## src/include/trx_defs.svh

```systemverilog
`ifndef TRX_DEFS_SVH
`define TRX_DEFS_SVH

// Command bytes sent with data_sync
`define TRX_CMD_BUS_TEST    8'd0
`define TRX_CMD_GET_PARAMS  8'd1
`define TRX_CMD_SEND_PARAMS 8'd2
`define TRX_CMD_TX_IQ       8'd3
`define TRX_CMD_RX_IQ       8'd4
`define TRX_CMD_AUDIO_ON    8'd5
`define TRX_CMD_AUDIO_OFF   8'd6

`define TRX_ADR_CFG         3'd0 // Flags 29:24, tuning word 21:0
`define TRX_ADR_TXIQ        3'd1 // Q high, I low
`define TRX_ADR_AUDIO       3'd2
`define TRX_ADR_STATUS      3'd3 // dac_otr bit 1, adc_otr bit 0
`define TRX_ADR_PEAK        3'd4 // Min high, max low
`define TRX_ADR_SPEC        3'd5
`define TRX_ADR_VOICE       3'd6

`define TRX_FREQ_DEFAULT    22'd242347

`define TRX_PEAK_MIN_INIT   16'sd2000
`define TRX_PEAK_MAX_INIT   (-16'sd2000)

`endif

```

## src/source/trx_pkg.sv

```systemverilog
package trx_pkg;

	// Wishbone classic master to slave
	typedef struct packed {
		logic        cyc;
		logic        stb;
		logic        we;
		logic [2:0]  adr;
		logic [31:0] dat;
	} wb_req_t;

	typedef struct packed {
		logic        ack;
		logic [31:0] dat; // Read data, valid with ack
	} wb_rsp_t;

	// Radio control word, flags in the same order as the CFG register bits
	typedef struct packed {
		logic        adc_pga;
		logic        adc_rand;
		logic        adc_shdn;
		logic        adc_dith;
		logic        preamp_enable;
		logic        tx;    // rx is derived as its inverse
		logic [21:0] freq;  // Tuning word
	} radio_cfg_t;

endpackage

```

## src/source/adc_peak_detector.sv

```systemverilog
`include "trx_defs.svh"

module adc_peak_detector (
	input  logic               adcclk_in,
	input  logic               ADC_MINMAX_RESET,
	input  logic               clear,
	input  logic signed [15:0] adc_in,
	output logic signed [15:0] peak_min,
	output logic signed [15:0] peak_max
);

	logic               restart;
	logic signed [15:0] base_min;
	logic signed [15:0] base_max;

	assign restart = ADC_MINMAX_RESET || clear;

	// Fresh window still takes this cycle's sample
	assign base_min = restart ? `TRX_PEAK_MIN_INIT : peak_min;
	assign base_max = restart ? `TRX_PEAK_MAX_INIT : peak_max;

	always_ff @(posedge adcclk_in)
	begin
		peak_min <= (adc_in < base_min) ? adc_in : base_min;
		peak_max <= (adc_in > base_max) ? adc_in : base_max;
	end

endmodule

```

## src/source/mcu_link.sv

```systemverilog
`include "trx_defs.svh"

module mcu_link (
	input  logic             adcclk_in,
	input  logic             ADC_MINMAX_RESET,
	input  logic             data_sync,
	input  logic             bus_strobe,
	input  logic [7:0]       bus_in,
	output logic [7:0]       bus_out,
	output logic             bus_oe,
	output logic             bus_ready,
	output trx_pkg::wb_req_t wb_req,
	input  trx_pkg::wb_rsp_t wb_rsp
);

	typedef enum logic [2:0] {
		ST_IDLE,
		ST_RECV, // Bytes from the MCU
		ST_SEND, // Bytes to the MCU
		ST_ECHO,
		ST_WB,
		ST_GAP   // Bus idle cycle after ack
	} state_t;

	state_t      state_q;
	logic [7:0]  cmd_q;
	logic [2:0]  cnt_q;
	logic [5:0]  flags_q;
	logic [7:0]  status_q;
	logic [23:0] rx_shift;
	logic [39:0] tx_shift;
	logic        echo_vld_q;
	logic        we_q;
	logic [2:0]  adr_q;
	logic [31:0] wdat_q;
	logic [2:0]  send_last;

	assign bus_ready = (state_q == ST_IDLE) || (state_q == ST_RECV) ||
		(state_q == ST_SEND) || (state_q == ST_ECHO);
	assign bus_oe = (state_q == ST_SEND) || ((state_q == ST_ECHO) && echo_vld_q);
	assign bus_out = tx_shift[39:32]; // Current byte, MSB first
	assign send_last = (cmd_q == `TRX_CMD_SEND_PARAMS) ? 3'd4 : 3'd3;

	assign wb_req.cyc = (state_q == ST_WB);
	assign wb_req.stb = (state_q == ST_WB);
	assign wb_req.we  = we_q;
	assign wb_req.adr = adr_q;
	assign wb_req.dat = wdat_q;

	always_ff @(posedge adcclk_in)
	begin
		if (ADC_MINMAX_RESET)
		begin
			state_q    <= ST_IDLE;
			cmd_q      <= `TRX_CMD_BUS_TEST;
			cnt_q      <= 3'd0;
			echo_vld_q <= 1'b0;
		end
		else if (data_sync && bus_ready) // New command, drops whatever was running
		begin
			cmd_q      <= bus_in;
			cnt_q      <= 3'd0;
			echo_vld_q <= 1'b0;
			we_q       <= 1'b0;
			wdat_q     <= 32'd0;
			case (bus_in)
				`TRX_CMD_BUS_TEST:   state_q <= ST_ECHO;
				`TRX_CMD_GET_PARAMS: state_q <= ST_RECV;
				`TRX_CMD_TX_IQ:      state_q <= ST_RECV;
				`TRX_CMD_SEND_PARAMS:
				begin
					adr_q   <= `TRX_ADR_STATUS;
					state_q <= ST_WB;
				end
				`TRX_CMD_RX_IQ:
				begin
					adr_q   <= `TRX_ADR_SPEC;
					state_q <= ST_WB;
				end
				`TRX_CMD_AUDIO_ON, `TRX_CMD_AUDIO_OFF:
				begin
					we_q    <= 1'b1;
					adr_q   <= `TRX_ADR_AUDIO;
					wdat_q  <= {31'd0, bus_in == `TRX_CMD_AUDIO_ON};
					state_q <= ST_WB;
				end
				default: state_q <= ST_IDLE;
			endcase
		end
		else
		begin
			case (state_q)
				ST_RECV:
				begin
					if (bus_strobe)
					begin
						rx_shift <= {rx_shift[15:0], bus_in};
						cnt_q    <= cnt_q + 3'd1;
						if ((cmd_q == `TRX_CMD_GET_PARAMS) && (cnt_q == 3'd0))
						begin
							// Flags go out at once, word field zero keeps the old tuning
							flags_q <= bus_in[5:0];
							we_q    <= 1'b1;
							adr_q   <= `TRX_ADR_CFG;
							wdat_q  <= {2'b00, bus_in[5:0], 24'd0};
							state_q <= ST_WB;
						end
						else if (cnt_q == 3'd3)
						begin
							we_q    <= 1'b1;
							state_q <= ST_WB;
							if (cmd_q == `TRX_CMD_GET_PARAMS)
							begin
								adr_q  <= `TRX_ADR_CFG;
								wdat_q <= {2'b00, flags_q, 2'b00, rx_shift[13:0], bus_in};
							end
							else
							begin
								adr_q  <= `TRX_ADR_TXIQ;
								wdat_q <= {rx_shift, bus_in}; // Q hi, Q lo, I hi, I lo
							end
						end
					end
				end
				ST_SEND:
				begin
					if (bus_strobe)
					begin
						tx_shift <= {tx_shift[31:0], 8'd0};
						cnt_q    <= cnt_q + 3'd1;
						if (cnt_q == send_last)
						begin
							if ((cmd_q == `TRX_CMD_RX_IQ) && (adr_q == `TRX_ADR_SPEC))
							begin
								adr_q   <= `TRX_ADR_VOICE; // Second half of RX IQ
								state_q <= ST_WB;
							end
							else
							begin
								state_q <= ST_IDLE;
							end
						end
					end
				end
				ST_ECHO:
				begin
					if (bus_strobe)
					begin
						tx_shift   <= {bus_in, 32'd0};
						echo_vld_q <= 1'b1;
					end
				end
				ST_WB:
				begin
					if (wb_rsp.ack)
					begin
						state_q <= ST_GAP;
						if (!we_q)
						begin
							case (adr_q)
								`TRX_ADR_STATUS: status_q <= wb_rsp.dat[7:0];
								`TRX_ADR_PEAK:   tx_shift <= {status_q, wb_rsp.dat};
								default:         tx_shift <= {wb_rsp.dat, 8'd0};
							endcase
						end
					end
				end
				ST_GAP:
				begin
					state_q <= ST_IDLE;
					case (cmd_q)
						`TRX_CMD_GET_PARAMS:
						begin
							if (cnt_q == 3'd1)
								state_q <= ST_RECV; // Tuning word still to come
						end
						`TRX_CMD_SEND_PARAMS:
						begin
							if (adr_q == `TRX_ADR_STATUS)
							begin
								adr_q   <= `TRX_ADR_PEAK;
								state_q <= ST_WB;
							end
							else
							begin
								cnt_q   <= 3'd0;
								state_q <= ST_SEND;
							end
						end
						`TRX_CMD_RX_IQ:
						begin
							cnt_q   <= 3'd0;
							state_q <= ST_SEND;
						end
						default: state_q <= ST_IDLE;
					endcase
				end
				default: state_q <= ST_IDLE;
			endcase
		end
	end

	// Master keeps the strobe up until the slave answers
	a_stb_until_ack: assert property (@(posedge adcclk_in) disable iff (ADC_MINMAX_RESET)
		wb_req.stb && !wb_rsp.ack |=> wb_req.stb);

endmodule

```

## src/source/sdr_interface_top.sv

```systemverilog
module sdr_interface_top (
	input  logic               adcclk_in,
	input  logic               ADC_MINMAX_RESET,
	input  logic               data_sync,
	input  logic               bus_strobe,
	input  logic [7:0]         bus_in,
	output logic [7:0]         bus_out,
	output logic               bus_oe,
	output logic               bus_ready,
	input  logic signed [15:0] adc_in,
	input  logic               adc_otr,
	input  logic               dac_otr,
	input  logic signed [15:0] spec_i,
	input  logic signed [15:0] spec_q,
	input  logic signed [15:0] voice_i,
	input  logic signed [15:0] voice_q,
	output logic [21:0]        freq_out,
	output logic               rx,
	output logic               tx,
	output logic               preamp_enable,
	output logic               adc_pga,
	output logic               adc_rand,
	output logic               adc_shdn,
	output logic               adc_dith,
	output logic signed [15:0] tx_i,
	output logic signed [15:0] tx_q,
	output logic               audio_clk_en
);

	trx_pkg::wb_req_t    wb_req;
	trx_pkg::wb_rsp_t    wb_rsp;
	trx_pkg::radio_cfg_t radio_cfg;
	logic signed [15:0]  peak_min;
	logic signed [15:0]  peak_max;
	logic                peak_clear;

	assign freq_out      = radio_cfg.freq;
	assign tx            = radio_cfg.tx;
	assign rx            = !radio_cfg.tx;
	assign preamp_enable = radio_cfg.preamp_enable;
	assign adc_pga       = radio_cfg.adc_pga;
	assign adc_rand      = radio_cfg.adc_rand;
	assign adc_shdn      = radio_cfg.adc_shdn;
	assign adc_dith      = radio_cfg.adc_dith;

	mcu_link link_i (
		.adcclk_in        (adcclk_in),
		.ADC_MINMAX_RESET (ADC_MINMAX_RESET),
		.data_sync        (data_sync),
		.bus_strobe       (bus_strobe),
		.bus_in           (bus_in),
		.bus_out          (bus_out),
		.bus_oe           (bus_oe),
		.bus_ready        (bus_ready),
		.wb_req           (wb_req),
		.wb_rsp           (wb_rsp)
	);

	trx_regs regs_i (
		.adcclk_in        (adcclk_in),
		.ADC_MINMAX_RESET (ADC_MINMAX_RESET),
		.wb_req           (wb_req),
		.wb_rsp           (wb_rsp),
		.spec_i           (spec_i),
		.spec_q           (spec_q),
		.voice_i          (voice_i),
		.voice_q          (voice_q),
		.adc_otr          (adc_otr),
		.dac_otr          (dac_otr),
		.peak_min         (peak_min),
		.peak_max         (peak_max),
		.peak_clear       (peak_clear),
		.radio_cfg        (radio_cfg),
		.tx_i             (tx_i),
		.tx_q             (tx_q),
		.audio_clk_en     (audio_clk_en)
	);

	adc_peak_detector peak_i (
		.adcclk_in        (adcclk_in),
		.ADC_MINMAX_RESET (ADC_MINMAX_RESET),
		.clear            (peak_clear),
		.adc_in           (adc_in),
		.peak_min         (peak_min),
		.peak_max         (peak_max)
	);

endmodule

```

## src/source/trx_regs.sv

```systemverilog
`include "trx_defs.svh"

module trx_regs (
	input  logic                adcclk_in,
	input  logic                ADC_MINMAX_RESET,
	input  trx_pkg::wb_req_t    wb_req,
	output trx_pkg::wb_rsp_t    wb_rsp,
	input  logic signed [15:0]  spec_i,
	input  logic signed [15:0]  spec_q,
	input  logic signed [15:0]  voice_i,
	input  logic signed [15:0]  voice_q,
	input  logic                adc_otr,
	input  logic                dac_otr,
	input  logic signed [15:0]  peak_min,
	input  logic signed [15:0]  peak_max,
	output logic                peak_clear,
	output trx_pkg::radio_cfg_t radio_cfg,
	output logic signed [15:0]  tx_i,
	output logic signed [15:0]  tx_q,
	output logic                audio_clk_en
);

	logic        ack_q;
	logic [31:0] rdat_q;
	logic [31:0] rd_mux;
	logic        access;
	logic        wr_commit;

	assign access    = wb_req.cyc && wb_req.stb && !ack_q; // First cycle of a transfer
	assign wr_commit = wb_req.cyc && wb_req.stb && wb_req.we && ack_q;

	// Window restarts on the edge that captures the read
	assign peak_clear = access && !wb_req.we && (wb_req.adr == `TRX_ADR_PEAK);

	assign wb_rsp.ack = ack_q;
	assign wb_rsp.dat = rdat_q;

	always_comb
	begin
		case (wb_req.adr)
			`TRX_ADR_CFG:    rd_mux = {2'b00, radio_cfg[27:22], 2'b00, radio_cfg.freq};
			`TRX_ADR_TXIQ:   rd_mux = {tx_q, tx_i};
			`TRX_ADR_AUDIO:  rd_mux = {31'd0, audio_clk_en};
			`TRX_ADR_STATUS: rd_mux = {30'd0, dac_otr, adc_otr};
			`TRX_ADR_PEAK:   rd_mux = {peak_min, peak_max};
			`TRX_ADR_SPEC:   rd_mux = {spec_q, spec_i};
			`TRX_ADR_VOICE:  rd_mux = {voice_q, voice_i};
			default:         rd_mux = 32'd0;
		endcase
	end

	always_ff @(posedge adcclk_in)
	begin
		if (access)
			rdat_q <= rd_mux; // Samples SPEC/VOICE as read
	end

	always_ff @(posedge adcclk_in)
	begin
		if (ADC_MINMAX_RESET)
		begin
			ack_q        <= 1'b0;
			radio_cfg    <= {6'd0, `TRX_FREQ_DEFAULT};
			tx_i         <= 16'sd0;
			tx_q         <= 16'sd0;
			audio_clk_en <= 1'b1;
		end
		else
		begin
			ack_q <= access;
			if (wr_commit) // Outputs move the cycle after ack
			begin
				case (wb_req.adr)
					`TRX_ADR_CFG:
					begin
						radio_cfg.adc_pga       <= wb_req.dat[29];
						radio_cfg.adc_rand      <= wb_req.dat[28];
						radio_cfg.adc_shdn      <= wb_req.dat[27];
						radio_cfg.adc_dith      <= wb_req.dat[26];
						radio_cfg.preamp_enable <= wb_req.dat[25];
						radio_cfg.tx            <= wb_req.dat[24];
						if (wb_req.dat[21:0] != 22'd0) // Zero word is never a valid tuning
							radio_cfg.freq <= wb_req.dat[21:0];
					end
					`TRX_ADR_TXIQ:
					begin
						tx_q <= wb_req.dat[31:16];
						tx_i <= wb_req.dat[15:0];
					end
					`TRX_ADR_AUDIO: audio_clk_en <= wb_req.dat[0];
					default: ;
				endcase
			end
		end
	end

	// Request seen at access is still the one committed at ack
	a_req_held: assert property (@(posedge adcclk_in) disable iff (ADC_MINMAX_RESET)
		ack_q |-> wb_req.stb && $stable({wb_req.we, wb_req.adr}));

endmodule

```

## config.mk

```make
export PLATFORM = sky130hd
export DESIGN_NAME = sdr_interface_top
export DESIGN_NICKNAME = d
export VERILOG_FILES = /design/src/source/trx_pkg.sv /design/src/source/adc_peak_detector.sv /design/src/source/mcu_link.sv /design/src/source/sdr_interface_top.sv /design/src/source/trx_regs.sv
export VERILOG_INCLUDE_DIRS = /design/src /design/src/include
export SDC_FILE = /design/constraint.sdc
export NUM_CORES = 1
export LEC_CHECK = 0
export ABC_AREA = 1
export BUFFER_PORTS_ARGS = -buffer_cell sky130_fd_sc_hd__buf_4
export CELL_PAD_IN_SITES_DETAIL_PLACEMENT = 0
export CELL_PAD_IN_SITES_GLOBAL_PLACEMENT = 1
export CORE_ASPECT_RATIO = 0.9
export CORE_MARGIN = 8
export CORE_UTILIZATION = 47
export CTS_BUF_LIST = sky130_fd_sc_hd__clkbuf_4 sky130_fd_sc_hd__clkbuf_8 sky130_fd_sc_hd__clkbuf_16
export DETAILED_ROUTE_END_ITERATION = 16
export PLACE_DENSITY_LB_ADDON = 0.1
export SLEW_MARGIN = 20
export SYNTH_ARGS = -nofsm -noshare
export SYNTH_HDL_FRONTEND = slang
export SYNTH_SLANG_ARGS = --single-unit
```

## constraint.sdc

```tcl
create_clock -name adcclk_in -period 22.8 [get_ports adcclk_in]
set_clock_uncertainty 0.1 [all_clocks]
set_input_delay 0 -clock adcclk_in [delete_from_list [all_inputs] [get_ports adcclk_in]]
set_output_delay 0 -clock adcclk_in [all_outputs]
set_load 0.05 [all_outputs]
```

* After elaboration in Yosys (flattened, before gate mapping)
Index checks and enable logic that the tools add are counted.
** Cells by class
- $add $sub $neg :: 1
- $lt $le $gt $ge :: 2
- Eq/ne operators :: 41
- Mux-type cells :: 54
- Bitwise logic cells :: 3
- Reduce and logical (&&, ||, !) cells :: 46
** Operators by type and width (count)
- one-hot mux 32 bit (7 select lines) :: 1
- two-way mux 32 bit :: 6
- two-way mux 40 bit :: 4
- one-hot mux 40 bit (3 select lines) :: 1
- one-hot mux 40 bit (2 select lines) :: 1
- two-way mux 16 bit :: 4
- two-way mux 3 bit :: 21
- one-hot mux 3 bit (3 select lines) :: 4
- == test 8 x 3 -> 1 bit (second input constant) :: 4
- == test 8 x 2 -> 1 bit (second input constant) :: 3
- nonzero test 22 bit :: 1
- != test 3 bit (second input constant) :: 6
- == test 8 x 1 -> 1 bit (second input constant) :: 2
- > comparator 16 bit :: 1
- less-than comparator 16 bit :: 1
- == test 3 x 2 -> 1 bit (second input constant) :: 5
- == test 3 bit (second input constant) :: 5
- one-hot mux 3 bit (5 select lines) :: 1
- != test 2 bit (second input constant) :: 6
- one-hot mux 3 bit (2 select lines) :: 2
- AND reduction 4 bit :: 3
- AND reduction 6 bit :: 2
- AND reduction 10 bit :: 1
- == test 3 x 1 -> 1 bit (second input constant) :: 3
- other kinds (21) :: 59
** Word-level totals
- Bits in registers :: 255
- Bits of input ports :: 94
- Output and inout bits :: 72
- Word-level logic and storage cells :: 172

* Longest topological paths before layout
Gate-level depths: netlist (run 1).
- Depth after elaboration :: 8
- Gate-level depth with buffers :: 22
- Gate-level depth less buffers :: 19

* By module
From an unflattened synthesis (run 1), not the netlist that was laid out.
** Second synthesis, totals
- Cells, all modules :: 1490
- Area total of the unflattened synthesis :: 12510.7 um^2
** By module, submodules not included
- mcu_link :: times used 1, cells an instance 576, area an instance 5835.6 um^2, sequential area each 3723.6 um^2
- trx_regs :: times used 1, cells an instance 596, area an instance 4473.0 um^2, sequential area each 2202.1 um^2
- adc_peak_detector :: times used 1, cells an instance 317, area an instance 2198.4 um^2, sequential area each 640.6 um^2
- sdr_interface_top :: times used 1, cells an instance 1, area an instance 3.8 um^2, sequential area each 0.0 um^2

* Worst setup path before layout (run 1)
Ideal clock, no wire load.
- Path kind :: reg2reg
- Start point :: register link_i.state_q[2]
- End point :: register link_i.tx_shift[0], enable pin
- Setup time :: 0.654 ns
- Arrival time :: 7.164 ns
- Path slack :: 14.882 ns
- Stages on the path, launching flop included :: 5
- Path buffers :: 0
- Period minus slack after synthesis :: 7.918 ns
- Path through :: dfxtp_1 -> nor2_1 -> inv_1 -> nand2_1 -> a2111oi_0
** Between the ends
- Longest elaborated chain between the ends :: 7
- Elaborated cells on any way between the ends :: 17
- Those cells by class :: eq/ne: 9; bitwise: 1; reduce/logical: 7
** RTL lines
- start, declared :: line mcu_link.sv:25 : state_t state_q;
- start signal, assigned :: line mcu_link.sv:54 : state_q <= ST_IDLE;
- start signal, assigned :: line mcu_link.sv:67 : `TRX_CMD_BUS_TEST: state_q <= ST_ECHO;
- start signal, assigned :: line mcu_link.sv:68 : `TRX_CMD_GET_PARAMS: state_q <= ST_RECV;
- == test 3 x 1 -> 1 bit / logical NOT 3 bit (equally long branches) :: line mcu_link.sv:38 : assign bus_ready = (state_q == ST_IDLE) || (state_q == ST_RECV) ||
- logical OR 1 bit (2 in a row) :: line mcu_link.sv:38
- logical OR 1 bit :: line mcu_link.sv:39 : (state_q == ST_SEND) || (state_q == ST_ECHO);
- logical AND 1 bit :: line mcu_link.sv:59 : else if (data_sync && bus_ready)
- inverter 1 bit (no source line)
- AND reduction 8 bit (no source line) (*)
- end signal, assigned :: line mcu_link.sv:129 : tx_shift <= {tx_shift[31:0], 8'd0};
- end signal, assigned :: line mcu_link.sv:149 : tx_shift <= {bus_in, 32'd0};
- end signal, assigned :: line mcu_link.sv:162 : `TRX_ADR_PEAK: tx_shift <= {status_q, wb_rsp.dat};
- end, declared :: line mcu_link.sv:31 : logic [39:0] tx_shift;
Every way passes the cells marked *; elsewhere a longest branch is shown, timed or not.
A chain may end at the register's enable or synchronous reset.

* Worst setup path after layout (run 1)
- Start point :: register link_i.adr_q[1]
- End point :: register peak_i.peak_max[7]
** Between the ends
- Longest elaborated chain between the ends :: 6
** RTL lines
- start, declared :: line mcu_link.sv:34 : logic [2:0] adr_q;
- start signal, assigned :: line mcu_link.sv:72 : adr_q <= `TRX_ADR_STATUS;
- start signal, assigned :: line mcu_link.sv:77 : adr_q <= `TRX_ADR_SPEC;
- start signal, assigned :: line mcu_link.sv:83 : adr_q <= `TRX_ADR_AUDIO;
- == test 3 bit (no source line) (*)
- logical AND 1 bit (*) :: line trx_regs.sv:33 : assign peak_clear = access && !wb_req.we && (wb_req.adr == `TRX_ADR_PEAK);
- logical OR 1 bit (*) :: line adc_peak_detector.sv:16 : assign restart = ADC_MINMAX_RESET || clear;
- two-way mux 16 bit (*) :: line adc_peak_detector.sv:20 : assign base_max = restart ? `TRX_PEAK_MAX_INIT : peak_max;
- > comparator 16 bit :: line adc_peak_detector.sv:25 : peak_max <= (adc_in > base_max) ? adc_in : base_max;
- two-way mux 16 bit (*) :: line adc_peak_detector.sv:25
- end signal, assigned :: line adc_peak_detector.sv:25
- end, declared :: line adc_peak_detector.sv:9 : output logic signed [15:0] peak_max
Marked as above.

==> run_summary.xml, run 1 <==
<?xml version="1.0" encoding="UTF-8"?>
<metrics>
  <group name="worst_setup_path">
    <metric name="timing.critical_path.required" unit="ns">23.13</metric>
    <metric name="rrSetupSlack" unit="ns">18.65</metric>
    <metric name="critical_path.endpoint_type" unit="">flop</metric>
    <metric name="worstPathBufferInverterCount" unit="">4</metric>
    <metric name="arrival" unit="ns">4.48</metric>
    <metric name="critical_path.most_common_cell" unit="">sky130_fd_sc_hd__nand2_1</metric>
    <metric name="cp-start-kind" unit="">flop</metric>
    <metric name="criticalPathCategory" unit="">flop to flop</metric>
    <metric name="worst_path_largest_cell_delay" unit="ns">0.52</metric>
    <metric name="critical_path_s_slowest_cell" unit="">sky130_fd_sc_hd__edfxtp_1</metric>
    <metric name="timing.critical_path.max_delay_family" unit="">simple AND/OR/NAND/NOR gates</metric>
    <metric name="timing.critical_path.fanout_max" unit="">49</metric>
    <metric name="cp_cell_sequence" unit="">nor2_2, nand2_1, buf_4, nor2_1, nand2_1, nand2_1, buf_4, inv_1, nand2_1, ha_1, nand2_1, inv_1, a221oi_1, o21ai_0, nand2_1, nand2_1, nand2_1, nand3_2, nor2_1, nor2_1</metric>
  </group>
  <group name="floorplan">
    <metric name="row_count" unit="">55</metric>
    <metric name="die-height" unit="um">167</metric>
    <metric name="die-area" unit="mm2">0.0308</metric>
    <metric name="design.portCount" unit="">166</metric>
    <metric name="initial_utilization" unit="%">47.7</metric>
    <metric name="fp.coreArea" unit="mm2">0.0250</metric>
    <metric name="die-width" unit="um">184</metric>
  </group>
  <group name="cells_and_area">
    <metric name="diodes" unit="">0</metric>
    <metric name="post-route-util" unit="%">60.6</metric>
    <metric name="fin_area" unit="mm2">0.0152</metric>
    <metric name="syn_to_final_growth" unit="%">27.0</metric>
    <metric name="fillers" unit="">2291</metric>
    <metric name="final-seq-area" unit="mm2">0.00657</metric>
    <metric name="multiInputGateArea" unit="mm2">0.00458</metric>
    <metric name="final_nets" unit="">1718</metric>
    <metric name="post_route_cells_drive_above_1_share" unit="%">16.0</metric>
  </group>
  <group name="route">
    <metric name="post-route-drc-count" unit="">0</metric>
    <metric name="drt_iter0_markers" unit="">983</metric>
    <metric name="total_length_of_routed_wires" unit="mm">39.8</metric>
    <metric name="via_count" unit="">10579</metric>
    <metric name="drt.antenna.violating_nets" unit="">0</metric>
    <metric name="detail_route.wl_per_cell" unit="um">20.4</metric>
    <metric name="firstDrtPassIters" unit="">8</metric>
    <metric name="per_cell_via_count_in_the_routed_design" unit="">5.42</metric>
  </group>
  <group name="clock_tree">
    <metric name="cts_setup_buffers" unit="">0</metric>
    <metric name="clk_pin_slew" unit="ns">0.06</metric>
    <metric name="cts.hold.buffers_added" unit="">81</metric>
    <metric name="htreeDepth" unit="">1</metric>
    <metric name="clk_latency" unit="ns">0.54</metric>
    <metric name="cts_root_buffer" unit="">sky130_fd_sc_hd__clkbuf_16</metric>
    <metric name="cts_tree" unit="">yes</metric>
    <metric name="numCtsBuffers" unit="">27</metric>
    <metric name="cts.sink_count" unit="">255</metric>
    <metric name="cts_repair_resize_count" unit="">0</metric>
    <metric name="cts.path.max_buffers" unit="">3</metric>
  </group>
  <group name="synth">
    <metric name="asyncSetResetFlopFracSynth" unit="%">0</metric>
    <metric name="synthFlopType" unit="">sky130_fd_sc_hd__edfxtp_1</metric>
    <metric name="ys_warn_count" unit="">0</metric>
    <metric name="synthesis.nets" unit="">1505</metric>
    <metric name="distinct_cell_type_count_after_synthesis" unit="">47</metric>
    <metric name="synth_seq_cells" unit="">255</metric>
    <metric name="synth_area" unit="mm2">0.0120</metric>
    <metric name="synth_seq_area_share" unit="%">54.9</metric>
    <metric name="synth-edff-count" unit="">146</metric>
    <metric name="synthesis.instances" unit="">1376</metric>
    <metric name="postSynthAreaPerCell" unit="um2">8.69</metric>
  </group>
  <group name="timing">
    <metric name="fin_tns_setup" unit="ns">0</metric>
    <metric name="worst_pin_slew" unit="ns">1.02</metric>
    <metric name="crit_share_post_route" unit="%">18.2</metric>
    <metric name="rsz0062_at_grt" unit="">no</metric>
    <metric name="finalMaxSlewViolations" unit="">0</metric>
    <metric name="final_critical_path_setup_slack" unit="ns">18.65</metric>
    <metric name="layout_min_cycle_time" unit="ns">4.15</metric>
    <metric name="hold_viol" unit="">0</metric>
    <metric name="fmax" unit="MHz">241</metric>
    <metric name="slew_headroom" unit="%">32.1</metric>
    <metric name="final_setup_vio_count" unit="">0</metric>
  </group>
  <group name="global_routing">
    <metric name="grt_max_degree" unit="">78</metric>
    <metric name="grt_antenna_before_repair" unit="">0</metric>
    <metric name="first_global_vias" unit="">10376</metric>
    <metric name="grt_use_total" unit="%">25.4</metric>
    <metric name="grt_overflow" unit="">0</metric>
    <metric name="grt_first_pass_wirelength" unit="mm">60.8</metric>
  </group>
  <group name="pwr">
    <metric name="clock_power_share" unit="%">32.5</metric>
    <metric name="cell_internal_pwr" unit="W">0.000972</metric>
    <metric name="power_switching_share" unit="%">32.1</metric>
    <metric name="combPwrFrac" unit="%">24.9</metric>
    <metric name="power.density" unit="mW/mm2">94.2</metric>
    <metric name="flop_pwr_share" unit="%">42.6</metric>
    <metric name="ir_worst_vdd" unit="uV">49.5</metric>
    <metric name="leakage" unit="nW">6.51</metric>
    <metric name="switchingPower" unit="W">0.000459</metric>
    <metric name="design_power_total" unit="W">0.00143</metric>
  </group>
  <group name="hold_path">
    <metric name="worstHoldPathType" unit="">primary input to flop</metric>
  </group>
  <group name="flow_run">
    <metric name="drv.max_cap_violation_count" unit="">0</metric>
  </group>
  <group name="placement">
    <metric name="placedInstanceArea" unit="mm2">0.0134</metric>
    <metric name="place_hpwl" unit="mm">28.2</metric>
    <metric name="place_worst_setup_slack" unit="ns">18.32</metric>
    <metric name="gp_congestion" unit="">0.874</metric>
    <metric name="port_buffers" unit="">165</metric>
  </group>
  <group name="status">
    <metric name="status" unit="">completed</metric>
  </group>
</metrics>
-- stage by stage --
step | hold WS (ns) | instances
5_1_grt | 0.0288 | 1952
3_3_place_gp | 0.0874 | 1821
2_1_floorplan | -0.0276 | 1376
4_1_cts | 0.00212 | 1952
6_report | 0.00615 | 1952
3_5_place_dp | 0.0855 | 1821
-- power groups by stage --
stage	Sequential (W)	Clock (W)	Combinational, W
floorplan	0.000604	0	0.000233
global placement	0.000619	0	0.000328
detailed placement	0.000619	0	0.000331
CTS	0.000609	0.000470	0.000353
global route	0.000614	0.000489	0.000397
finish	0.000609	0.000466	0.000356
-- layer usage --
layer | part of all wire [%] | routed length (um) | GRT usage (%) | vias to the layer above
li1 | - | - | - | 5095
met1 | 44 | 17500 | 35.2 | 5010
met2 | 46 | 18100 | 39.9 | 427
met3 | 8.4 | 3360 | 5.34 | 47
met4 | 2.2 | 872 | 6.13 | 0
met5 | 0 | 0 | 0 | -
-- area by class of cell --
type                    instances  area share (%)
multi-input cells             910            30.1
clock buffers                  36            5.02
repair buffers                263            14.3
clock inverters                14            1.19
well taps                     342            2.82
flip-flops and latches        255            43.2
inverters                     132            3.26
-- state kept, by name, summed over array words and instances (netlist names), 3 cells and up --
| signal | cells |
|---|---|
| link_i.wdat_q | 32 |
| link_i.state_q | 3 |
| link_i.adr_q | 3 |
| peak_i.peak_max | 16 |
| link_i.tx_shift | 40 |
| link_i.cnt_q | 3 |
| regs_i.radio_cfg | 28 |
| link_i.flags_q | 6 |
| link_i.cmd_q | 8 |
| regs_i.rdat_q | 32 |
| regs_i.tx_q | 16 |
| link_i.status_q | 8 |
| regs_i.tx_i | 16 |
| link_i.rx_shift | 24 |
| peak_i.peak_min | 16 |
-- cell usage in the layout, fill, tap and decap left out, types with 7 or more instances in the layout --
master,netlist,routed
sky130_fd_sc_hd__a221oi_1,29,29
sky130_fd_sc_hd__nor3_1,23,19
sky130_fd_sc_hd__clkbuf_16,0,27
sky130_fd_sc_hd__nand2_1,245,245
sky130_fd_sc_hd__a31oi_1,7,7
sky130_fd_sc_hd__o221ai_1,8,8
sky130_fd_sc_hd__buf_4,9,182
sky130_fd_sc_hd__dlygate4sd3_1,0,81
sky130_fd_sc_hd__inv_1,128,127
sky130_fd_sc_hd__ha_1,35,35
sky130_fd_sc_hd__a21oi_1,29,29
sky130_fd_sc_hd__nand4_1,12,12
sky130_fd_sc_hd__nor2_1,233,231
sky130_fd_sc_hd__dfxtp_1,109,109
sky130_fd_sc_hd__edfxtp_1,146,146
sky130_fd_sc_hd__nor4_1,9,8
sky130_fd_sc_hd__nand3_1,101,99
sky130_fd_sc_hd__o21ai_0,140,140
-- tightest hold or removal path, stage by stage --
cell                        delay (ns)
sky130_fd_sc_hd__buf_4            0.09
sky130_fd_sc_hd__nand4_1          0.21
sky130_fd_sc_hd__o2111ai_1        0.20
-- worst paths after layout --
| kind | cells after the start | to | startpoint |
|---|---|---|---|
| worst max register to register | 20 | peak_i.peak_max[7]$_DFF_P_ | link_i.adr_q[1]$_DFFE_PP_ |
| worst min register to register | 0 | link_i.rx_shift[16]$_DFFE_PP_ | link_i.rx_shift[8]$_DFFE_PP_ |
| worst min-delay path | 3 | regs_i.rdat_q[31]$_DFFE_PN_ | voice_q[15] |
| worst max-delay path | 20 | peak_i.peak_max[7]$_DFF_P_ | link_i.adr_q[1]$_DFFE_PP_ |
-- cells in the mapped netlist (12+ instances only) --
library cell | instances | area share [%]
sky130_fd_sc_hd__nand2_1 | 245 | 7.7
sky130_fd_sc_hd__nor2_1 | 233 | 7.3
sky130_fd_sc_hd__edfxtp_1 | 146 | 37
sky130_fd_sc_hd__o21ai_0 | 140 | 5.9
sky130_fd_sc_hd__inv_1 | 128 | 4.0
sky130_fd_sc_hd__dfxtp_1 | 109 | 18
sky130_fd_sc_hd__nand3_1 | 101 | 4.2
sky130_fd_sc_hd__clkbuf_1 | 50 | 1.6
sky130_fd_sc_hd__ha_1 | 35 | 3.7
sky130_fd_sc_hd__a21oi_1 | 29 | 1.2
sky130_fd_sc_hd__a221oi_1 | 29 | 2.1
sky130_fd_sc_hd__nor3_1 | 23 | 0.96
sky130_fd_sc_hd__buf_2 | 12 | 0.50
sky130_fd_sc_hd__nand4_1 | 12 | 0.63
-- kinds of logic (layout without fill, tap and decap cells) --
group	count (synthesis)	in the layout	share of synthesized area (%)
flops	255	255	54.9
fa+ha+maj	35	35	3.66
compound gates	234	234	11.5
buf+inv	211	445	7.23
simple gates	641	641	22.7
Note: power is estimated with default switching activity, not from simulation.
==> inputs of run 2 (changes only) <==
--- a/config.mk
+++ b/config.mk
@@ -12,7 +12,7 @@
 export CELL_PAD_IN_SITES_GLOBAL_PLACEMENT = 1
 export CORE_ASPECT_RATIO = 0.9
 export CORE_MARGIN = 8
-export CORE_UTILIZATION = 47
+export CORE_UTILIZATION = 39
 export CTS_BUF_LIST = sky130_fd_sc_hd__clkbuf_4 sky130_fd_sc_hd__clkbuf_8 sky130_fd_sc_hd__clkbuf_16
 export DETAILED_ROUTE_END_ITERATION = 16
 export PLACE_DENSITY_LB_ADDON = 0.1
==> constraint.sdc (replaced) <==
create_clock -name adcclk_in -period 3.4 [get_ports adcclk_in]
set_clock_uncertainty 0.1 [all_clocks]
set_input_delay 0 -clock adcclk_in [delete_from_list [all_inputs] [get_ports adcclk_in]]
set_output_delay 0 -clock adcclk_in [all_outputs]
set_load 0.05 [all_outputs]
==> run 2 against run 1 <==
Clock-buffer cell count rose by 5. Sequential share of layout area fell by 0.78 points. Worst hold slack improved by 0.0077 ns. Combinational power rose to 7.1 times the previous value. Sequential cell count did not move. Non-clock buffer count rose by 22. Utilization fell by 10 points. Setup slack got worse by 18 ns. Clock power rose to 6.4 times the previous value. Fmax rose by 32%. Critical path depth fell by 4. Largest cell class unchanged. Highest routed layer unchanged.
==> run_summary.xml, run 2 (synthesized netlist as in run 1, its figures left out) <==
<?xml version="1.0" encoding="UTF-8"?>
<metrics>
  <group name="status">
    <metric name="status" unit="">completed</metric>
  </group>
  <group name="placement">
    <metric name="gp_congestion" unit="">0.841</metric>
    <metric name="place_hpwl" unit="mm">30.7</metric>
    <metric name="port_buffers" unit="">165</metric>
    <metric name="place_worst_setup_slack" unit="ns">0.122</metric>
  </group>
  <group name="clock_tree">
    <metric name="cts.path.max_buffers" unit="">3</metric>
    <metric name="cts_root_buffer" unit="">sky130_fd_sc_hd__clkbuf_16</metric>
    <metric name="cts.sink_count" unit="">255</metric>
    <metric name="clk_latency" unit="ns">0.56</metric>
    <metric name="cts_tree" unit="">yes</metric>
    <metric name="clk_pin_slew" unit="ns">0.06</metric>
    <metric name="numCtsBuffers" unit="">28</metric>
    <metric name="htreeDepth" unit="">1</metric>
  </group>
  <group name="timing">
    <metric name="slew_headroom" unit="%">33.8</metric>
    <metric name="finalMaxSlewViolations" unit="">0</metric>
    <metric name="layout_min_cycle_time" unit="ns">3.14</metric>
    <metric name="worst_pin_slew" unit="ns">0.992</metric>
    <metric name="crit_share_post_route" unit="%">92.3</metric>
    <metric name="final_setup_vio_count" unit="">0</metric>
    <metric name="fin_tns_setup" unit="ns">0</metric>
    <metric name="fmax" unit="MHz">319</metric>
    <metric name="rsz0062_at_grt" unit="">no</metric>
    <metric name="final_critical_path_setup_slack" unit="ns">0.261</metric>
    <metric name="hold_viol" unit="">0</metric>
  </group>
  <group name="worst_setup_path">
    <metric name="arrival" unit="ns">3.46</metric>
    <metric name="timing.critical_path.fanout_max" unit="">17</metric>
    <metric name="critical_path_s_slowest_cell" unit="">sky130_fd_sc_hd__edfxtp_1</metric>
    <metric name="critical_path.most_common_cell" unit="">sky130_fd_sc_hd__nand2_1</metric>
    <metric name="worst_path_largest_cell_delay" unit="ns">0.42</metric>
    <metric name="cp-start-kind" unit="">flop</metric>
    <metric name="criticalPathCategory" unit="">flop to flop</metric>
    <metric name="critical_path.endpoint_type" unit="">flop</metric>
    <metric name="timing.critical_path.required" unit="ns">3.72</metric>
    <metric name="rrSetupSlack" unit="ns">0.26</metric>
    <metric name="cp_cell_sequence" unit="">nor2_2, nand2_1, nor2_1, nand2_1, nand2_1, buf_6, nor2_1, inv_1, ha_1, nand4_1, a21oi_1, nor3_1, a21boi_4, nand3_4, nand3_1, nand2_1</metric>
  </group>
  <group name="floorplan">
    <metric name="row_count" unit="">61</metric>
    <metric name="fp.coreArea" unit="mm2">0.0305</metric>
    <metric name="initial_utilization" unit="%">39.2</metric>
    <metric name="design.portCount" unit="">166</metric>
    <metric name="die-width" unit="um">201</metric>
    <metric name="die-height" unit="um">182</metric>
    <metric name="die-area" unit="mm2">0.0365</metric>
  </group>
  <group name="cells_and_area">
    <metric name="diodes" unit="">0</metric>
    <metric name="multiInputGateArea" unit="mm2">0.00460</metric>
    <metric name="largest_registers" unit="">link_i.tx_shift (40), link_i.wdat_q (32), regs_i.rdat_q (32)</metric>
    <metric name="fillers" unit="">2999</metric>
    <metric name="most-common-layout-cells" unit="">sky130_fd_sc_hd__nand2_1 (245), sky130_fd_sc_hd__nor2_1 (231), sky130_fd_sc_hd__buf_4 (198), sky130_fd_sc_hd__edfxtp_1 (146), sky130_fd_sc_hd__o21ai_0 (140)</metric>
    <metric name="post_route_cells_drive_above_1_share" unit="%">17.1</metric>
    <metric name="syn_to_final_growth" unit="%">29.3</metric>
    <metric name="layout.cells.most_common" unit="">sky130_fd_sc_hd__nand2_1</metric>
    <metric name="final_nets" unit="">1741</metric>
    <metric name="largest_reg_flops" unit="">40</metric>
    <metric name="final-seq-area" unit="mm2">0.00657</metric>
    <metric name="regMostFlops" unit="">link_i.tx_shift</metric>
  </group>
  <group name="global_routing">
    <metric name="grt_max_degree" unit="">76</metric>
    <metric name="grt_overflow" unit="">0</metric>
    <metric name="first_global_vias" unit="">10257</metric>
    <metric name="grt_use_total" unit="%">22.3</metric>
    <metric name="grt_first_pass_wirelength" unit="mm">63.4</metric>
    <metric name="grt_antenna_before_repair" unit="">0</metric>
  </group>
  <group name="route">
    <metric name="firstDrtPassIters" unit="">5</metric>
    <metric name="drt_iter0_markers" unit="">737</metric>
    <metric name="per_cell_via_count_in_the_routed_design" unit="">5.16</metric>
    <metric name="post-route-drc-count" unit="">0</metric>
    <metric name="drt.antenna.violating_nets" unit="">0</metric>
    <metric name="total_length_of_routed_wires" unit="mm">42.1</metric>
    <metric name="via_count" unit="">10535</metric>
    <metric name="detail_route.wl_per_cell" unit="um">20.6</metric>
  </group>
  <group name="pwr">
    <metric name="power.density" unit="mW/mm2">621</metric>
    <metric name="leakage" unit="nW">6.61</metric>
    <metric name="ir_worst_vdd" unit="uV">458</metric>
  </group>
  <group name="flow_run">
    <metric name="drv.max_cap_violation_count" unit="">0</metric>
  </group>
  <group name="hold_path">
    <metric name="worstHoldPathType" unit="">primary input to flop</metric>
  </group>
</metrics>
## run 2: cell types whose count changed in the layout (fill, tap and decap cells not counted), sizes merged
cell / change
clkinv: +3
clkinvlp: +1
clkbuf: +5
dlygate4sd3: +2
buf: +20
inv: -4
bufinv: -3
## run 2: repair_timing
item | in CTS | in global routing
resized for setup | 0 | 7
endpoints found under the setup margin | 0 | 30
hold endpoints to repair | 116 | 0
buffers inserted | 0 | 1
hold buffers | 83 | 0
## run 2: final timing paths
kind                                         to  depth (start not counted)                    startpoint
hold / removal      regs_i.rdat_q[20]$_DFFE_PN_                          5                    voice_q[4]
setup / recovery    peak_i.peak_min[15]$_DFF_P_                         16     link_i.adr_q[0]$_DFFE_PP_
setup reg to reg    peak_i.peak_min[15]$_DFF_P_                         16     link_i.adr_q[0]$_DFFE_PP_
hold reg to reg   link_i.rx_shift[15]$_DFFE_PP_                          0  link_i.rx_shift[7]$_DFFE_PP_
## run 2: critical path, delay by kind of cell (launching register included)
kind                       cells  cell delay (ns)
DFF                            1             0.42
and+or+nand+nor               11             1.52
adders and majority gates      1             0.34
buffers and inverters          2             0.28
AOI/OAI and AO/OA              2             0.37
## run 2: layer usage
metal	vias up	share of wire [%]	GRT usage, %
met5	-	0	0
met4	0	1.9	4.71
met3	52	5.9	3.72
met2	330	45	35.0
met1	5007	47	32.0
li1	5146	-	-
## run 2: layout make-up
cell class	instances	share of cell area (%)
Sequential cell	255	42.5
Multi-Input combinational cell	910	29.7
Clock buffer	41	5.24
Timing Repair Buffer	285	15.4
Clock inverter	11	0.631
Inverter	132	3.23
Tap cell	409	3.31
## run 2: metrics by stage
step	cells	hold WS, ns	util, %	total power (W)	cell area (um2)
6_report	2043	0.0138	50.7	0.00960	15500
5_1_grt	2043	0.0293	50.7	0.0101	15500
4_1_cts	2042	0.0229	50.5	0.00962	15400
3_5_place_dp	1907	0.0962	44.8	0.00651	13700
3_3_place_gp	1907	0.0973	44.8	0.00650	13700
2_1_floorplan	1376	-0.0276	-	0.00562	12000
## run 2: where the power goes
part,internal (W),switching [W]
combinational,0.000877,0.00164
sequential,0.00383,0.000282
clock,0.00173,0.00125
==> inputs of run 3 (changes only) <==
--- a/config.mk
+++ b/config.mk
@@ -16,6 +16,7 @@
 export CTS_BUF_LIST = sky130_fd_sc_hd__clkbuf_4 sky130_fd_sc_hd__clkbuf_8 sky130_fd_sc_hd__clkbuf_16
 export DETAILED_ROUTE_END_ITERATION = 16
 export PLACE_DENSITY_LB_ADDON = 0.1
+export SETUP_SLACK_MARGIN = 0.4
 export SLEW_MARGIN = 20
 export SYNTH_ARGS = -nofsm -noshare
 export SYNTH_HDL_FRONTEND = slang
==> run 3 against run 2 <==
Sequential cell count stayed put. Largest cell class unchanged. Clock power barely moved. Fmax rose by 2.9%. Wire length is 4.4% higher. Worst hold slack worse by 0.011 ns.
==> run_summary.xml, run 3 (synthesized netlist as in run 1, its figures left out) <==
<?xml version="1.0" encoding="UTF-8"?>
<metrics>
  <group name="cells_and_area">
    <metric name="syn_to_final_growth" unit="%">34.8</metric>
    <metric name="multiInputGateArea" unit="mm2">0.00504</metric>
    <metric name="diodes" unit="">0</metric>
    <metric name="layout.cells.most_common" unit="">sky130_fd_sc_hd__nand2_1</metric>
    <metric name="final-seq-area" unit="mm2">0.00657</metric>
    <metric name="post_route_cells_drive_above_1_share" unit="%">22.1</metric>
    <metric name="final_nets" unit="">1762</metric>
    <metric name="fillers" unit="">2893</metric>
    <metric name="regMostFlops" unit="">link_i.tx_shift</metric>
    <metric name="largest_registers" unit="">link_i.tx_shift (40), link_i.wdat_q (32), regs_i.rdat_q (32)</metric>
    <metric name="most-common-layout-cells" unit="">sky130_fd_sc_hd__nand2_1 (230), sky130_fd_sc_hd__nor2_1 (214), sky130_fd_sc_hd__buf_4 (206), sky130_fd_sc_hd__edfxtp_1 (146), sky130_fd_sc_hd__o21ai_0 (138)</metric>
    <metric name="largest_reg_flops" unit="">40</metric>
  </group>
  <group name="timing">
    <metric name="crit_share_post_route" unit="%">89.7</metric>
    <metric name="final_setup_vio_count" unit="">0</metric>
    <metric name="fmax" unit="MHz">328</metric>
    <metric name="slew_headroom" unit="%">26.8</metric>
    <metric name="finalMaxSlewViolations" unit="">0</metric>
    <metric name="hold_viol" unit="">0</metric>
    <metric name="worst_pin_slew" unit="ns">1.10</metric>
    <metric name="layout_min_cycle_time" unit="ns">3.05</metric>
    <metric name="fin_tns_setup" unit="ns">0</metric>
    <metric name="rsz0062_at_grt" unit="">yes</metric>
  </group>
  <group name="global_routing">
    <metric name="grt_max_degree" unit="">73</metric>
    <metric name="grt_first_pass_wirelength" unit="mm">64.7</metric>
    <metric name="grt_antenna_before_repair" unit="">2</metric>
    <metric name="grt_overflow" unit="">0</metric>
    <metric name="first_global_vias" unit="">10401</metric>
    <metric name="grt_use_total" unit="%">22.8</metric>
  </group>
  <group name="pwr">
    <metric name="cell_internal_pwr" unit="W">0.00664</metric>
    <metric name="clock_power_share" unit="%">30.1</metric>
    <metric name="power.density" unit="mW/mm2">620</metric>
    <metric name="leakage" unit="nW">6.84</metric>
    <metric name="ir_worst_vdd" unit="uV">351</metric>
    <metric name="power_switching_share" unit="%">33.5</metric>
    <metric name="flop_pwr_share" unit="%">41.2</metric>
    <metric name="switchingPower" unit="W">0.00335</metric>
    <metric name="design_power_total" unit="W">0.00999</metric>
    <metric name="combPwrFrac" unit="%">28.6</metric>
  </group>
  <group name="floorplan">
    <metric name="die-height" unit="um">182</metric>
    <metric name="die-area" unit="mm2">0.0365</metric>
    <metric name="die-width" unit="um">201</metric>
    <metric name="row_count" unit="">61</metric>
    <metric name="design.portCount" unit="">166</metric>
    <metric name="initial_utilization" unit="%">39.2</metric>
    <metric name="fp.coreArea" unit="mm2">0.0305</metric>
  </group>
  <group name="worst_setup_path">
    <metric name="crit-reg2reg-capture" unit="">peak_i.peak_max[5]$_DFF_P_</metric>
    <metric name="arrival" unit="ns">3.40</metric>
    <metric name="timing.critical_path.fanout_max" unit="">7</metric>
    <metric name="r2r.worst_path.cells" unit="">18</metric>
    <metric name="criticalPathCategory" unit="">flop to flop</metric>
    <metric name="cp-start-kind" unit="">flop</metric>
    <metric name="critical_path.endpoint_type" unit="">flop</metric>
    <metric name="rrSetupSlack" unit="ns">0.35</metric>
    <metric name="critical_path.reg2reg.startpoint" unit="">link_i.adr_q[1]$_DFFE_PP_</metric>
    <metric name="timing.critical_path.required" unit="ns">3.75</metric>
  </group>
  <group name="clock_tree">
    <metric name="clk_latency" unit="ns">0.55</metric>
    <metric name="clk_pin_slew" unit="ns">0.06</metric>
    <metric name="cts.path.max_buffers" unit="">3</metric>
    <metric name="cts.sink_count" unit="">255</metric>
    <metric name="cts_root_buffer" unit="">sky130_fd_sc_hd__clkbuf_16</metric>
    <metric name="numCtsBuffers" unit="">29</metric>
    <metric name="cts_tree" unit="">yes</metric>
    <metric name="htreeDepth" unit="">1</metric>
  </group>
  <group name="route">
    <metric name="drt.antenna.violating_nets" unit="">0</metric>
    <metric name="drt_iter0_markers" unit="">887</metric>
    <metric name="total_length_of_routed_wires" unit="mm">44.0</metric>
    <metric name="per_cell_via_count_in_the_routed_design" unit="">5.23</metric>
    <metric name="firstDrtPassIters" unit="">5</metric>
    <metric name="detail_route.wl_per_cell" unit="um">21.3</metric>
    <metric name="via_count" unit="">10810</metric>
    <metric name="post-route-drc-count" unit="">0</metric>
  </group>
  <group name="placement">
    <metric name="port_buffers" unit="">165</metric>
    <metric name="place_hpwl" unit="mm">31.1</metric>
    <metric name="gp_congestion" unit="">0.881</metric>
  </group>
  <group name="hold_path">
    <metric name="holdPathStages" unit="">5</metric>
    <metric name="holdPathEnd" unit="">regs_i.rdat_q[9]$_DFFE_PN_</metric>
    <metric name="worstHoldPathType" unit="">primary input to flop</metric>
    <metric name="hold_path.startpoint" unit="">voice_i[9]</metric>
  </group>
  <group name="status">
    <metric name="status" unit="">completed</metric>
  </group>
  <group name="flow_run">
    <metric name="drv.max_cap_violation_count" unit="">0</metric>
  </group>
</metrics>
[run 3: cell types whose count changed in the layout (fill, tap and decap cells not counted), moves of 9 or more]
cell	before	now
sky130_fd_sc_hd__ha_1	35	26
sky130_fd_sc_hd__nand3_1	101	89
sky130_fd_sc_hd__nor2_2	4	16
sky130_fd_sc_hd__ha_4	0	9
sky130_fd_sc_hd__nand3_2	1	11
sky130_fd_sc_hd__nand2_1	245	230
sky130_fd_sc_hd__nor2_1	231	214
[run 3: worst max path at each step]
stage / startpoint / end / slack, ns / cells after the start
6_report: link_i.adr_q[1]$_DFFE_PP_ / peak_i.peak_max[5]$_DFF_P_ / 0.35 / 18
3_5_place_dp: link_i.adr_q[0]$_DFFE_PP_ / peak_i.peak_max[5]$_DFF_P_ / 0.33 / 19
5_1_grt: link_i.adr_q[0]$_DFFE_PP_ / peak_i.peak_max[10]$_DFF_P_ / 0.20 / 18
2_1_floorplan: link_i.state_q[0]$_SDFFE_PP0P_ / peak_i.peak_min[10]$_DFF_P_ / 0.27 / 17
3_3_place_gp: link_i.adr_q[0]$_DFFE_PP_ / peak_i.peak_min[13]$_DFF_P_ / 0.44 / 15
4_1_cts: link_i.adr_q[0]$_DFFE_PP_ / regs_i.rdat_q[24]$_DFFE_PN_ / 0.41 / 8
[run 3: layout make-up]
cell class / count / area share (%)
Clock inverter: 13 / 0.574
Tap cell: 409 / 3.17
Multi-Input combinational cell: 913 / 31.3
Inverter: 132 / 3.10
Timing Repair Buffer: 302 / 16.0
Sequential cell: 255 / 40.7
Clock buffer: 41 / 5.10
[run 3: routing by layer]
metal	global-route usage [%]	wire length, um	up-vias	part of all wire [%]
met5	0	0	-	0
met4	4.41	646	0	1.5
li1	-	-	5198	-
met2	35.2	19500	386	44
met3	5.26	3450	37	7.8
met1	32.6	20400	5189	46
[run 3: repair_timing]
item | CTS | global route
buffers inserted | 0 | 18
gates cloned | 0 | 6
hold endpoints to repair | 115 | 0
gates resized for setup | 1 | 69
endpoints found under the setup margin | 29 | 34
hold buffers | 84 | 0
pin swaps | 0 | 31
[run 3: worst max-delay path, stage by stage (launching register included)]
cell	delay [ns]
sky130_fd_sc_hd__edfxtp_1	0.41
sky130_fd_sc_hd__nor2_2	0.14
sky130_fd_sc_hd__nand2_1	0.09
sky130_fd_sc_hd__nor2_1	0.13
sky130_fd_sc_hd__nand2_2	0.14
sky130_fd_sc_hd__nand2_8	0.13
sky130_fd_sc_hd__buf_6	0.13
sky130_fd_sc_hd__buf_12	0.12
sky130_fd_sc_hd__nor2_4	0.05
sky130_fd_sc_hd__ha_4	0.24
sky130_fd_sc_hd__nand4_1	0.21
sky130_fd_sc_hd__a31oi_4	0.07
sky130_fd_sc_hd__nor4_4	0.28
sky130_fd_sc_hd__nand2_1	0.10
sky130_fd_sc_hd__nand2_2	0.08
sky130_fd_sc_hd__nand3_4	0.15
sky130_fd_sc_hd__clkbuf_16	0.22
sky130_fd_sc_hd__nor2_2	0.10
sky130_fd_sc_hd__nor2_1	0.05
[run 3: power by group through the flow]
stage	logic [W]	registers (W)	clock network, W
2_1_floorplan	0.00166	0.00405	0
3_3_place_gp	0.00240	0.00417	0
3_5_place_dp	0.00243	0.00417	0
4_1_cts	0.00256	0.00411	0.00308
5_1_grt	0.00316	0.00415	0.00321
6_report	0.00286	0.00412	0.00301
[run 3: stage by stage]
step                hold slack (ns)  setup WS, ns  util [%]  cell area (um2)  std cells
floorplan                   -0.0276         0.268         -            12200       1376
global placement              0.100         0.443      45.2            13800       1903
detailed placement           0.0952         0.335      45.2            13800       1903
CTS                        0.000195         0.412      51.0            15600       2041
global route                0.00612         0.204      52.8            16100       2065
finish                      0.00261         0.350      52.8            16100       2065
